<file path="config.mk">
export PLATFORM = sky130hd
export DESIGN_NAME = axi_read_xbar
export DESIGN_NICKNAME = d
export VERILOG_FILES = /design/src/axi_read_pkg.sv /design/src/axi_read_xbar.sv /design/src/read_arbiter.sv /design/src/response_router.sv /design/src/slave_read_port.sv
export SDC_FILE = /design/constraint.sdc
export NUM_CORES = 1
export LEC_CHECK = 0
export CORE_MARGIN = 10
export CORE_UTILIZATION = 40
export CTS_CLUSTER_DIAMETER = 200
export DETAILED_ROUTE_END_ITERATION = 6
export DONT_BUFFER_PORTS = 1
export PLACE_DENSITY_LB_ADDON = 0.12
export SYNTH_ARGS = -nofsm -noshare
export SYNTH_HDL_FRONTEND = slang
export SYNTH_SLANG_ARGS = --single-unit
export TNS_END_PERCENT = 30
</file>
<file path="constraint.sdc">
create_clock -name clk -period 1.74 [get_ports clk]
set_input_delay 0.087 -clock clk [delete_from_list [all_inputs] [get_ports clk]]
set_output_delay 0.087 -clock clk [all_outputs]
set_load 0.01 [all_outputs]
</file>
<file path="src/axi_read_pkg.sv">
package axi_read_pkg;

    typedef logic [31:0] addr_t;
    typedef logic [31:0] data_t;
    typedef logic [1:0]  resp_t;

    localparam resp_t RESP_OKAY   = 2'b00;
    localparam resp_t RESP_SLVERR = 2'b10;

    // Core-local timer window
    localparam addr_t CLINT_BASE = 32'h0200_0000;
    localparam addr_t CLINT_LAST = 32'h0200_0007;

    typedef enum logic {
        IDLE,
        BUSY
    } arb_state_t;

    // Target 0 is the timer, target 1 the external bus
    function automatic int unsigned decode_target(addr_t addr);
        if (addr >= CLINT_BASE && addr <= CLINT_LAST) begin
            return 0;
        end
        return 1;
    endfunction

endpackage

</file>
<file path="src/axi_read_xbar.sv">
`timescale 1ns/1ps

module axi_read_xbar import axi_read_pkg::*; #(
    parameter int NUM_MASTERS = 2,
    parameter int NUM_SLAVES  = 2
) (
    input  logic  clk,
    input  logic  reset,

    input  logic  m_arvalid [NUM_MASTERS],
    input  addr_t m_araddr  [NUM_MASTERS],
    output logic  m_arready [NUM_MASTERS],
    output logic  m_rvalid  [NUM_MASTERS],
    output data_t m_rdata   [NUM_MASTERS],
    output resp_t m_rresp   [NUM_MASTERS],
    input  logic  m_rready  [NUM_MASTERS],

    output logic  s_arvalid [NUM_SLAVES],
    output addr_t s_araddr  [NUM_SLAVES],
    input  logic  s_arready [NUM_SLAVES],
    input  logic  s_rvalid  [NUM_SLAVES],
    input  data_t s_rdata   [NUM_SLAVES],
    input  resp_t s_rresp   [NUM_SLAVES],
    output logic  s_rready  [NUM_SLAVES]
);

    localparam int MIDX_W = (NUM_MASTERS > 1) ? $clog2(NUM_MASTERS) : 1;
    localparam int SIDX_W = (NUM_SLAVES > 1) ? $clog2(NUM_SLAVES) : 1;

    logic [NUM_SLAVES-1:0] start;
    addr_t                 start_addr;
    logic [MIDX_W-1:0]     grant_master;
    logic [SIDX_W-1:0]     grant_slave;
    logic                  busy;
    logic                  done;

    read_arbiter #(
        .NUM_MASTERS (NUM_MASTERS),
        .NUM_SLAVES  (NUM_SLAVES)
    ) i_arbiter (
        .clk          (clk),
        .reset        (reset),
        .m_arvalid    (m_arvalid),
        .m_araddr     (m_araddr),
        .done         (done),
        .m_arready    (m_arready),
        .start        (start),
        .start_addr   (start_addr),
        .grant_master (grant_master),
        .grant_slave  (grant_slave),
        .busy         (busy)
    );

    for (genvar i = 0; i < NUM_SLAVES; i++) begin : g_slave_port
        slave_read_port i_port (
            .clk        (clk),
            .reset      (reset),
            .start      (start[i]),
            .start_addr (start_addr),
            .s_arready  (s_arready[i]),
            .s_arvalid  (s_arvalid[i]),
            .s_araddr   (s_araddr[i])
        );
    end

    response_router #(
        .NUM_MASTERS (NUM_MASTERS),
        .NUM_SLAVES  (NUM_SLAVES)
    ) i_router (
        .busy         (busy),
        .grant_master (grant_master),
        .grant_slave  (grant_slave),
        .s_rvalid     (s_rvalid),
        .s_rdata      (s_rdata),
        .s_rresp      (s_rresp),
        .m_rready     (m_rready),
        .m_rvalid     (m_rvalid),
        .m_rdata      (m_rdata),
        .m_rresp      (m_rresp),
        .s_rready     (s_rready),
        .done         (done)
    );

endmodule

</file>
<file path="src/read_arbiter.sv">
`timescale 1ns/1ps

module read_arbiter import axi_read_pkg::*; #(
    parameter int NUM_MASTERS = 2,
    parameter int NUM_SLAVES  = 2,
    localparam int MIDX_W = (NUM_MASTERS > 1) ? $clog2(NUM_MASTERS) : 1,
    localparam int SIDX_W = (NUM_SLAVES > 1) ? $clog2(NUM_SLAVES) : 1
) (
    input  logic                  clk,
    input  logic                  reset,
    input  logic                  m_arvalid [NUM_MASTERS],
    input  addr_t                 m_araddr  [NUM_MASTERS],
    input  logic                  done,
    output logic                  m_arready [NUM_MASTERS],
    output logic [NUM_SLAVES-1:0] start,
    output addr_t                 start_addr,
    output logic [MIDX_W-1:0]     grant_master,
    output logic [SIDX_W-1:0]     grant_slave,
    output logic                  busy
);

    arb_state_t        state;
    logic              req_any;
    logic [MIDX_W-1:0] pick;
    logic [SIDX_W-1:0] target;
    logic              ack;

    // Lowest index wins, so scan downwards and let the last hit stand
    always_comb begin
        req_any = 1'b0;
        pick    = '0;
        for (int i = NUM_MASTERS - 1; i >= 0; i--) begin
            if (m_arvalid[i]) begin
                req_any = 1'b1;
                pick    = MIDX_W'(i);
            end
        end
    end

    assign start_addr = m_araddr[pick];
    assign target     = SIDX_W'(decode_target(start_addr));
    assign ack        = (state == IDLE) && req_any;
    assign busy       = (state == BUSY);

    always_comb begin
        for (int i = 0; i < NUM_MASTERS; i++) begin
            m_arready[i] = ack && (pick == MIDX_W'(i)); // AR accepted in the request cycle
        end
    end

    always_comb begin
        for (int s = 0; s < NUM_SLAVES; s++) begin
            start[s] = ack && (target == SIDX_W'(s)); // One-hot load pulse
        end
    end

    always_ff @(posedge clk) begin
        if (reset) begin
            state        <= IDLE;
            grant_master <= '0;
            grant_slave  <= '0;
        end else begin
            case (state)
                IDLE: begin
                    if (req_any) begin
                        state        <= BUSY;
                        grant_master <= pick;
                        grant_slave  <= target;
                    end
                end
                BUSY: begin
                    if (done) begin
                        state <= IDLE; // Free again the cycle after R handshake
                    end
                end
                default: begin
                    state <= IDLE;
                end
            endcase
        end
    end

endmodule

</file>
<file path="src/response_router.sv">
`timescale 1ns/1ps

module response_router import axi_read_pkg::*; #(
    parameter int NUM_MASTERS = 2,
    parameter int NUM_SLAVES  = 2,
    localparam int MIDX_W = (NUM_MASTERS > 1) ? $clog2(NUM_MASTERS) : 1,
    localparam int SIDX_W = (NUM_SLAVES > 1) ? $clog2(NUM_SLAVES) : 1
) (
    input  logic              busy,
    input  logic [MIDX_W-1:0] grant_master,
    input  logic [SIDX_W-1:0] grant_slave,
    input  logic              s_rvalid [NUM_SLAVES],
    input  data_t             s_rdata  [NUM_SLAVES],
    input  resp_t             s_rresp  [NUM_SLAVES],
    input  logic              m_rready [NUM_MASTERS],
    output logic              m_rvalid [NUM_MASTERS],
    output data_t             m_rdata  [NUM_MASTERS],
    output resp_t             m_rresp  [NUM_MASTERS],
    output logic              s_rready [NUM_SLAVES],
    output logic              done
);

    always_comb begin
        for (int i = 0; i < NUM_MASTERS; i++) begin
            m_rvalid[i] = 1'b0;
            m_rdata[i]  = '0;
            m_rresp[i]  = RESP_OKAY;
        end
        for (int s = 0; s < NUM_SLAVES; s++) begin
            s_rready[s] = 1'b0;
        end
        done = 1'b0;

        // Only the granted pair is connected
        if (busy) begin
            m_rvalid[grant_master] = s_rvalid[grant_slave];
            m_rdata[grant_master]  = s_rdata[grant_slave];
            m_rresp[grant_master]  = s_rresp[grant_slave];
            s_rready[grant_slave]  = m_rready[grant_master];
            done = s_rvalid[grant_slave] && m_rready[grant_master]; // R handshake
        end
    end

endmodule

</file>
<file path="src/slave_read_port.sv">
`timescale 1ns/1ps

module slave_read_port import axi_read_pkg::*; (
    input  logic  clk,
    input  logic  reset,
    input  logic  start,
    input  addr_t start_addr,
    input  logic  s_arready,
    output logic  s_arvalid,
    output addr_t s_araddr
);

    logic ar_fire;

    assign ar_fire = s_arvalid && s_arready;

    // Address is held stable until the target takes it
    always_ff @(posedge clk) begin
        if (reset) begin
            s_arvalid <= 1'b0;
            s_araddr  <= '0;
        end else if (start) begin
            s_arvalid <= 1'b1;
            s_araddr  <= start_addr;
        end else if (ar_fire) begin
            s_arvalid <= 1'b0;
            s_araddr  <= '0; // Quiet bus between requests
        end
    end

endmodule

</file>
==> results.md, run 1 <==
- Slew Limit Fails: 0
- Slew HR: 0.340
- Routed len/inst: 22.4 µm
- XOR/XNOR Fraction of Synth Area: 0
- Largest net degree at the start of global routing: 39
- Final Hold Vio Count: 0
- Post-route insts no fill: 693
- Mapped cell area: 0.00367 mm²
- Worst-Skew Late Latency: 0.35 ns
- Synth Area in Simple Gates: 0.356
- Max Clock Skew: 0.00660 ns
- Pre-CTS setup slack: -0.341 ns
- Final WL: 15500 µm
- Vias/cell: 5.44
- Worst-Margin Slew: 0.983 ns
- Post-synth EDFFs: 0
- Cell area power density: 861 mW/mm²
- CP max FO: 38
- CTS Buf Count: 9
- Layout Nets: 721
- Placer Congestion: 0.908
- # rows: 34
- Starting DRT DRC Count: 325
- CP Capture Type: output port
- CTS tree: done
- Post-synth ARST share: 0
- Via Count: 3769
- Register area share after synthesis: 0.377
- Arr. time, crit path: 1.58 ns
- Initial Util: 0.416
- Clk sinks: 69
- IO Pins: 282
- Tcrit/Tclk final: 0.958
- HPWL Detailed: 11700 µm
- Distinct cell type count after synthesis: 27
- Overall fraction of global-route tracks in use: 0.217
- Worst min path class: in -> reg
- Post-synthesis adder-cell area fraction: 0
- CORE AREA: 0.00881 mm²
- RSZ-0062 raised after global routing: no
- GRT overflow: 0
- Antenna Nets Post-Route: 0
- TritonRoute pass-1 iters: 5
- Max Buffers Root-to-Sink: 2
- Drt drc: 0
- Max rail drop VDD: 0.402 mV
- Share of layout cells above drive strength 1: 0.140
- Ys flop type: dfxtp_1
- Vias in the first global route: 3918
- First-pass GRT wire length: 22500 µm
- Status: finished clean
- Synth Area in Compound Gates: 0.0167
- Syn avg cell area: 7.45 µm²
- F_max: 600 MHz
- Die Y: 116 µm
- Buffers on Ports: 0
- Post-Syn Nets: 634
- Die width: 116 µm
- Yosys warnings: 0
- MaxCap Viol Count: 0
- Die ar.: 0.0134 mm²
- Mux share of post-synthesis cell area: 0.194
- H-tree lvl count: 3
- CP required: 1.65 ns
- Yosys reg bits: 69
- Critical Path Start Type: flop
- Tmin final: 1.67 ns
- Final worst setup slack: 0.0730 ns
- Placed Cells: 617
- CTS root buffer: clkbuf_8
- Setup Viol. Count Final: 0
- Setup CP Type: reg -> out
- Synth-to-layout area growth: 33.0%
- Lkg Pwr: 2.40 nW
- Initial antenna violation count: 1
- Largest family of logic cells by synthesized area: simple AND/OR/NAND/NOR gates
- Post-Syn Instances: 492
- Reg clk slew, reported paths: 0.08 ns
layer usage:
metal  routed length, µm  GRT usage
met1                5340      0.225
met2                7730      0.363
met3                2000      0.115
met4                 456     0.0926
met5                   0          0
flip-flops by register name, indices dropped and copies added, names as in the netlist:
name                           flops
i_arbiter.grant_master             1
i_arbiter.grant_slave              1
i_arbiter.busy                     1
g_slave_port.i_port.s_araddr      64
g_slave_port.i_port.s_arvalid      2
per-stage QoR:
step                setup TNS (ns)   util  hold WS, ns  total power [W]  area (µm²)
global placement            -11.07  0.459        0.158          0.00246        4040
CTS                              0  0.553     0.000876          0.00422        4870
detailed placement          -12.81  0.459        0.161          0.00247        4040
floorplan                        0      -        0.156          0.00227        3670
finish                           0  0.554      0.00799          0.00420        4880
global route                     0  0.554       0.0159          0.00440        4880
what timing repair did:
item / CTS / global route
hold endpoints to repair: 32 / 0
hold buffers: 55 / 0
setup endpoints to repair: 33 / 29
setup buffers: 4 / 0
pin swaps: 1 / 0
gates resized for setup: 0 / 1
cell type report:
type	instances	area [µm²]
antenna	1	2.50
clock buffer	9	124
clock inverter	7	124
fill	809	3930
inverter	2	7.51
multi-input combinational	384	2090
sequential	69	1380
tap	108	135
timing repair buffer	113	1010
Yosys cell counts (3+ instances only):
library cell	instances	area [µm²]
and3_1	29	181
buf_2	7	35.0
nor4_1	10	62.6
nand2b_1	3	18.8
clkbuf_1	22	82.6
a21oi_1	6	30.0
dfxtp_1	69	1380
nor2b_1	3	18.8
nor2_1	77	289
nand2_1	169	634
mux2i_1	70	701
buf_6	6	67.6
path summary, 6_finish.rpt:
path	slack, ns	to	cells after the start	start
setup / recovery	0.07	m_rresp[2]	4	i_arbiter.grant_slave
hold / removal	0.008	g_slave_port[1].i_port.s_araddr[31]	4	m_araddr[31]
setup reg to reg	0.31	g_slave_port[1].i_port.s_araddr[29]	5	i_arbiter.busy
hold reg to reg	0.52	g_slave_port[1].i_port.s_araddr[6]	2	g_slave_port[1].i_port.s_araddr[6]
critical path, stage by stage, from the launching register on:
cell	delay, ns
dfxtp_2	0.34
buf_12	0.24
mux2i_1	0.39
nor2_1	0.08
buf_4	0.15
logic make-up after synthesis:
| kind of cell | after synthesis |
|---|---|
| simple gates | 303 |
| mux | 71 |
| flops | 69 |
| buf+inv | 39 |
| compound gates | 10 |
placed cells by master, fill, tap and decap left out, types with 3 or more instances in the layout:
cell type and count:
nand2_1 169, nor2_1 77, mux2i_1 70, dfxtp_1 68
buf_4 56, dlygate4sd3_1 55, and3_1 29, nor4_1 10
clkbuf_8 9, a21oi_1 5, nand2b_1 3, bufinv_16 3
clkinv_4 3
power by group:
part	switching, W	internal [W]
combinational	0.000448	0.000387
sequential	0.0000971	0.00165
clock	0.000657	0.000959
total	0.00120	0.00300
Power figures use the tool's default switching activity.
==> run 2, diff against run 1 <==
- clock period: 1.74 -> 1.65 ns (I/O delays scaled with it)
==> run 2 against run 1 <==
Compared with the run above:
- cell area increased by 4.4%
- register-to-register slack worse by 0.03 ns
- sequential share of layout area decreased by 1.2 points
- cell count is 4.0% higher
- sequential cell count unchanged
- total power decreased by 0.43%
- worst setup slack got worse by 0.032 ns
- core utilization is 2.4 points higher
- combinational power increased by 16%
- worst hold slack gained 0.0068 ns
- largest power group unchanged
==> results.md, run 2 (synthesized netlist as in run 1, its figures left out) <==
- Starting DRT DRC Count: 370 (was 325)
- Crit path to: m_rdata[31] (was m_rresp[2])
- IO Pins: 282 (unchanged)
- Placed Cells: 649 (was 617)
- HPWL Detailed: 12000 µm (was 11700 µm)
- CTS Buf Count: 9 (unchanged)
- Final WL: 15600 µm (was 15500 µm)
- Status: finished clean (unchanged)
- Slowest-stage cell, CP: mux2i_1 (unchanged)
- TritonRoute pass-1 iters: 4 (was 5)
- Max incr delay on CP: 0.38 ns (was 0.39 ns)
- Die width: 116 µm (unchanged)
- Antenna Nets Post-Route: 0 (unchanged)
- R2R cell count: 5 (unchanged)
- First-pass GRT wire length: 22900 µm (was 22500 µm)
- Max Clock Skew: 0.00983 ns (was 0.00660 ns)
- CORE AREA: 0.00881 mm² (unchanged)
- Post-route insts no fill: 721 (was 693)
- Max rail drop VDD: 0.451 mV (was 0.402 mV)
- CP max FO: 26 (was 38)
- Tmin final: 1.61 ns
- Slew HR: 0.369 (was 0.340)
- Synth-to-layout area growth: 38.9% (was 33.0%)
- CTS root buffer: clkbuf_8 (unchanged)
- Die Y: 116 µm (unchanged)
- Final Hold Vio Count: 0 (unchanged)
- Setup CP Type: reg -> out (unchanged)
- CP startpoint: i_arbiter.grant_slave (unchanged)
- Share of layout cells above drive strength 1: 0.194 (was 0.140)
- Die ar.: 0.0134 mm² (unchanged)
- Largest regs: g_slave_port.i_port.s_araddr (64), g_slave_port.i_port.s_arvalid (2) (unchanged)
- Number of fill cells: 774 (was 809)
- Placer Congestion: 0.918 (was 0.908)
- ANT cells: 0 (was 1)
- # rows: 34 (unchanged)
- CP required: 1.57 ns (was 1.65 ns)
- Largest net degree at the start of global routing: 36 (was 39)
- RSZ-0062 raised after global routing: yes (was no)
- F_max: 621 MHz
- Buffers on Ports: 0 (unchanged)
- Clk sinks: 69 (unchanged)
- Tcrit/Tclk final: 0.975
- Vias in the first global route: 3972 (was 3918)
- Worst Path Buf+Inv: 2 (unchanged)
- Initial Util: 0.416 (unchanged)
- Via Count: 3860 (was 3769)
- CTS tree: done (unchanged)
- R2R setup slack: 0.28 ns (was 0.31 ns)
- Layout Nets: 750 (was 721)
- Total power: 0.00418 W (was 0.00420 W)
- Drt drc: 0 (unchanged)
- Critical Path Start Type: flop (unchanged)
- Reg clk slew, reported paths: 0.08 ns (about the same)
- Setup TNS: 0 ns (unchanged)
- Vias/cell: 5.35 (was 5.44)
- Reg2reg end: g_slave_port[1].i_port.s_araddr[14] (was g_slave_port[1].i_port.s_araddr[29])
- Overall fraction of global-route tracks in use: 0.218 (was 0.217)
- Arr. time, crit path: 1.53 ns (was 1.58 ns)
- Worst r2r src: i_arbiter.busy (unchanged)
- Max reg flops: 64 (unchanged)
- Most frequent cells in the layout: nand2_1 (168), buf_4 (84), nor2_1 (77) (was nand2_1 (169), nor2_1 (77), mux2i_1 (70))
- Most flop-heavy register: g_slave_port.i_port.s_araddr (unchanged)
- Most common cell after layout, fill and taps aside: nand2_1 (unchanged)
- Largest delay share family, worst path: multiplexers (was buffers and inverters)
- GRT overflow: 0 (unchanged)
- Max Buffers Root-to-Sink: 2 (unchanged)
- Worst-Skew Late Latency: 0.33 ns (was 0.35 ns)
- Routed len/inst: 21.6 µm (was 22.4 µm)
- CP Capture Type: output port (unchanged)
- Cell area power density: 821 mW/mm² (was 861 mW/mm²)
- Worst-Margin Slew: 0.940 ns (was 0.983 ns)
- H-tree lvl count: 3 (unchanged)
- Stages on worst setup path: 4 (unchanged)
- Initial antenna violation count: 0 (was 1)
- Lkg Pwr: 2.56 nW (was 2.40 nW)
- MaxCap Viol Count: 0 (unchanged)
- Slew Limit Fails: 0 (unchanged)
- Setup Viol. Count Final: 0 (unchanged)
- Crit path cell chain: buf_12, mux2i_1, nor2_1, buf_4 (unchanged)
- Worst min path class: in -> reg (unchanged)
==> run 2: area by class of cell <==
| cell class | count | area [µm²] | area share |
|---|---|---|---|
| Timing Repair Buffer | 142 | 1260 | 0.248 |
| Multi-Input combinational cell | 384 | 2110 | 0.414 |
| Sequential cell | 69 | 1380 | 0.272 |
| Inverter | 2 | 7.51 | 0.00147 |
| Clock inverter | 7 | 73.8 | 0.0145 |
| Tap cell | 108 | 135 | 0.0265 |
| Clock buffer | 9 | 124 | 0.0243 |
==> run 2: worst min path at each step <==
stage | start | endpoint | slack [ns] | cells past startpoint
after CTS | m_araddr[53] | g_slave_port[1].i_port.s_araddr[21] | 0.002 | 4
after floorplan | reset | g_slave_port[0].i_port.s_araddr[25] | 0.15 | 1
after global placement | reset | g_slave_port[0].i_port.s_araddr[25] | 0.15 | 1
after global routing | m_araddr[6] | g_slave_port[1].i_port.s_araddr[6] | 0.02 | 4
final | m_araddr[56] | g_slave_port[1].i_port.s_araddr[24] | 0.01 | 4
after detailed placement | reset | g_slave_port[0].i_port.s_araddr[25] | 0.16 | 1
==> run 2: routing by layer <==
metal	track usage	wire length [µm]	up-vias
met5	0	0	-
met4	0.0484	233	0
met3	0.0930	1810	21
met2	0.382	7980	221
met1	0.242	5560	1789
li1	-	-	1829
==> run 2: worst min-delay path, stage by stage <==
cell	delay, ns
nand2_1	0.04
nand2_1	0.05
nand2_1	0.07
mux2i_1	0.06
==> run 2: stage by stage <==
| stage | hold slack (ns) | worst slack [ns] | instance area, µm² | util |
|---|---|---|---|---|
| 2_1_floorplan | 0.152 | 0.155 | 3670 | - |
| 3_3_place_gp | 0.154 | -0.136 | 4320 | 0.490 |
| 3_5_place_dp | 0.155 | -0.176 | 4320 | 0.490 |
| 4_1_cts | 0.00195 | 0.0356 | 5070 | 0.575 |
| 5_1_grt | 0.0225 | -0.00119 | 5090 | 0.578 |
| 6_report | 0.0148 | 0.0409 | 5090 | 0.578 |
==> run 2: what timing repair did <==
action / CTS / global route
hold buffers: 52 / 0
setup buffers: 4 / 0
hold endpoints to repair: 32 / 0
gates resized for setup: 1 / 6
pin swaps: 1 / 0
setup endpoints to repair: 49 / 32
==> run 2: power breakdown <==
part	internal (W)	total (W)	switching, W
registers	0.00174	0.00184	0.000101
clock network	0.000706	0.00137	0.000666
logic	0.000479	0.000967	0.000488
total	0.00293	0.00418	0.00125
==> run 3, diff against run 2 <==
- PLACE_DENSITY_LB_ADDON: 0.12 -> unset
==> run 3 against run 2 <==
Compared with the run above:
- clock power hardly changed
- largest cell class unchanged
- worst setup slack improved by 0.035 ns
- clock skew fell by 0.0015 ns
==> results.md, run 3 (synthesized netlist as in run 1, its figures left out) <==
- Status: finished clean (unchanged)
- Vias/cell: 5.42 (was 5.35)
- Clk sinks: 69 (unchanged)
- Final Hold Vio Count: 0 (unchanged)
- Lkg Pwr: 2.53 nW (was 2.56 nW)
- ANT cells: 0 (unchanged)
- Setup CP Type: reg -> out (unchanged)
- Sw Share: 0.287 (was 0.300)
- Worst-Margin Slew: 0.537 ns (was 0.940 ns)
- Tmin final: 1.57 ns (was 1.61 ns)
- Starting DRT DRC Count: 378 (was 370)
- H-tree lvl count: 3 (unchanged)
- Reg clk slew, reported paths: 0.07 ns (was 0.08 ns)
- Synth-to-layout area growth: 37.6% (was 38.9%)
- Vias in the first global route: 3827 (was 3972)
- GRT overflow: 0 (unchanged)
- Max Clock Skew: 0.00836 ns (was 0.00983 ns)
- CTS root buffer: clkbuf_8 (unchanged)
- Cell area power density: 829 mW/mm² (was 821 mW/mm²)
- Die ar.: 0.0134 mm² (unchanged)
- Combinational power share: 0.230 (was 0.231)
- Largest regs: g_slave_port.i_port.s_araddr (64), g_slave_port.i_port.s_arvalid (2) (unchanged)
- R2R cell count: 5 (unchanged)
- Slew HR: 0.639 (was 0.369)
- Clock Power Share: 0.329 (was 0.328)
- Worst-Skew Late Latency: 0.33 ns (about the same)
- Int Pwr: 0.00298 W (was 0.00293 W)
- Worst Hold Slack: 0.0225 ns (was 0.0148 ns)
- Max rail drop VDD: 0.396 mV (was 0.451 mV)
- Crit path cell chain: buf_6, mux2i_2, nor2_1, buf_4 (was buf_12, mux2i_1, nor2_1, buf_4)
- Final WL: 15400 µm (was 15600 µm)
- Crit path to: m_rdata[62] (was m_rdata[31])
- Antenna Nets Post-Route: 0 (unchanged)
- Switch Pwr: 0.00120 W (was 0.00125 W)
- Buffers on Ports: 0 (unchanged)
- IO Pins: 282 (unchanged)
- MaxCap Viol Count: 0 (unchanged)
- CTS tree: done (unchanged)
- Max incr delay on CP: 0.38 ns (about the same)
- Critical Path Start Type: flop (unchanged)
- Arr. time, crit path: 1.49 ns (was 1.53 ns)
- Share of layout cells above drive strength 1: 0.197 (was 0.194)
- CTS Buf Count: 9 (unchanged)
- Die Y: 116 µm (unchanged)
- # rows: 34 (unchanged)
- Max Buffers Root-to-Sink: 2 (unchanged)
- Setup Viol. Count Final: 0 (unchanged)
- TritonRoute pass-1 iters: 6 (was 4)
- Layout Nets: 747 (was 750)
- Overall fraction of global-route tracks in use: 0.212 (was 0.218)
- Largest net degree at the start of global routing: 36 (unchanged)
- Most flop-heavy register: g_slave_port.i_port.s_araddr (unchanged)
- Worst min path class: in -> reg (unchanged)
- Drt drc: 0 (unchanged)
- Die width: 116 µm (unchanged)
- R2R setup slack: 0.28 ns (about the same)
- CP startpoint: i_arbiter.grant_slave (unchanged)
- Placer Congestion: 0.865 (was 0.918)
- Max reg flops: 64 (unchanged)
- Worst r2r src: i_arbiter.busy (unchanged)
- F_max: 635 MHz (was 621 MHz)
- Reg2reg end: g_slave_port[1].i_port.s_araddr[20] (was g_slave_port[1].i_port.s_araddr[14])
- HPWL Detailed: 11700 µm (was 12000 µm)
- Most common cell after layout, fill and taps aside: nand2_1 (unchanged)
- Initial antenna violation count: 0 (unchanged)
- Tcrit/Tclk final: 0.954 (was 0.975)
- CP required: 1.57 ns (about the same)
- Routed len/inst: 21.5 µm (was 21.6 µm)
- Initial Util: 0.416 (unchanged)
- CORE AREA: 0.00881 mm² (unchanged)
- Via Count: 3883 (was 3860)
- CP max FO: 14 (was 26)
- Slew Limit Fails: 0 (unchanged)
- Seq pwr share: 0.441 (about the same)
- Slowest-stage cell, CP: dfxtp_2 (was mux2i_1)
- Final Util: 0.573 (was 0.578)
- Most frequent cells in the layout: nand2_1 (169), buf_4 (86), nor2_1 (77) (was nand2_1 (168), buf_4 (84), nor2_1 (77))
- First-pass GRT wire length: 22000 µm (was 22900 µm)
- CP Capture Type: output port (unchanged)
[run 3: cell count changes in the layout (fill, tap and decap cells not counted), moves of 2 or more]
cell and delta:
buf_4 +2, clkbuf_8 +2, dlygate4sd3_1 -5, inv_6 -2
[run 3: final cells by class]
class                           count  area (µm²)
Clock buffer                       11         151
Clock inverter                      4        47.5
Fill cell                         749        3760
Inverter                            2        7.51
Multi-Input combinational cell    384        2100
Sequential cell                    69        1380
Tap cell                          108         135
Timing Repair Buffer              139        1220
[run 3: routing by layer]
metal / GRT usage / wire length, µm
met5: 0 / 0
met4: 0.0842 / 453
met3: 0.114 / 2180
met2: 0.352 / 7560
met1: 0.223 / 5210
[run 3: power by group through the flow]
stage | Combinational, W | Clock, W | Sequential (W)
6_report | 0.000960 | 0.00138 | 0.00185
5_1_grt | 0.00104 | 0.00151 | 0.00186
4_1_cts | 0.000933 | 0.00141 | 0.00185
3_5_place_dp | 0.000808 | 0 | 0.00188
3_3_place_gp | 0.000792 | 0 | 0.00188
2_1_floorplan | 0.000546 | 0 | 0.00185
[run 3: repair_timing]
| item | CTS | global route |
|---|---|---|
| endpoints found under the hold margin | 26 | 1 |
| hold buffers | 45 | 2 |
| cloned | 0 | 0 |
| buffers inserted | 5 | 0 |
| endpoints found under the setup margin | 32 | 20 |
| pin swaps | 1 | 0 |
| gates resized for setup | 0 | 7 |
[run 3: worst max-delay path: cells and delay by family, from the launching register on]
family | cells | cell delay [ns]
AND/OR/NAND/NOR | 1 | 0.09
multiplexers | 1 | 0.31
flip-flops | 1 | 0.38
buffers and inverters | 2 | 0.37
[run 3: worst min-delay path by stage]
| stage | from | endpoint | cells past startpoint |
|---|---|---|---|
| after floorplan | reset | g_slave_port[0].i_port.s_araddr[25] | 1 |
| after global placement | reset | g_slave_port[0].i_port.s_arvalid | 1 |
| after detailed placement | reset | g_slave_port[0].i_port.s_araddr[25] | 1 |
| after CTS | m_araddr[17] | g_slave_port[1].i_port.s_araddr[17] | 4 |
| after global routing | m_araddr[13] | g_slave_port[1].i_port.s_araddr[13] | 4 |
| final | m_araddr[25] | g_slave_port[1].i_port.s_araddr[25] | 4 |
[run 3: stage by stage]
step	instance area, µm²	power, W	setup slack [ns]	cells	TNS, ns
after floorplan	3670	0.00239	0.155	492	0
after global placement	4310	0.00268	-0.127	650	-2.81
after detailed placement	4310	0.00269	-0.185	650	-3.71
after CTS	5000	0.00419	0.00244	715	0
after global routing	5040	0.00441	-0.000401	717	-0.000401
final	5040	0.00418	0.0764	717	0
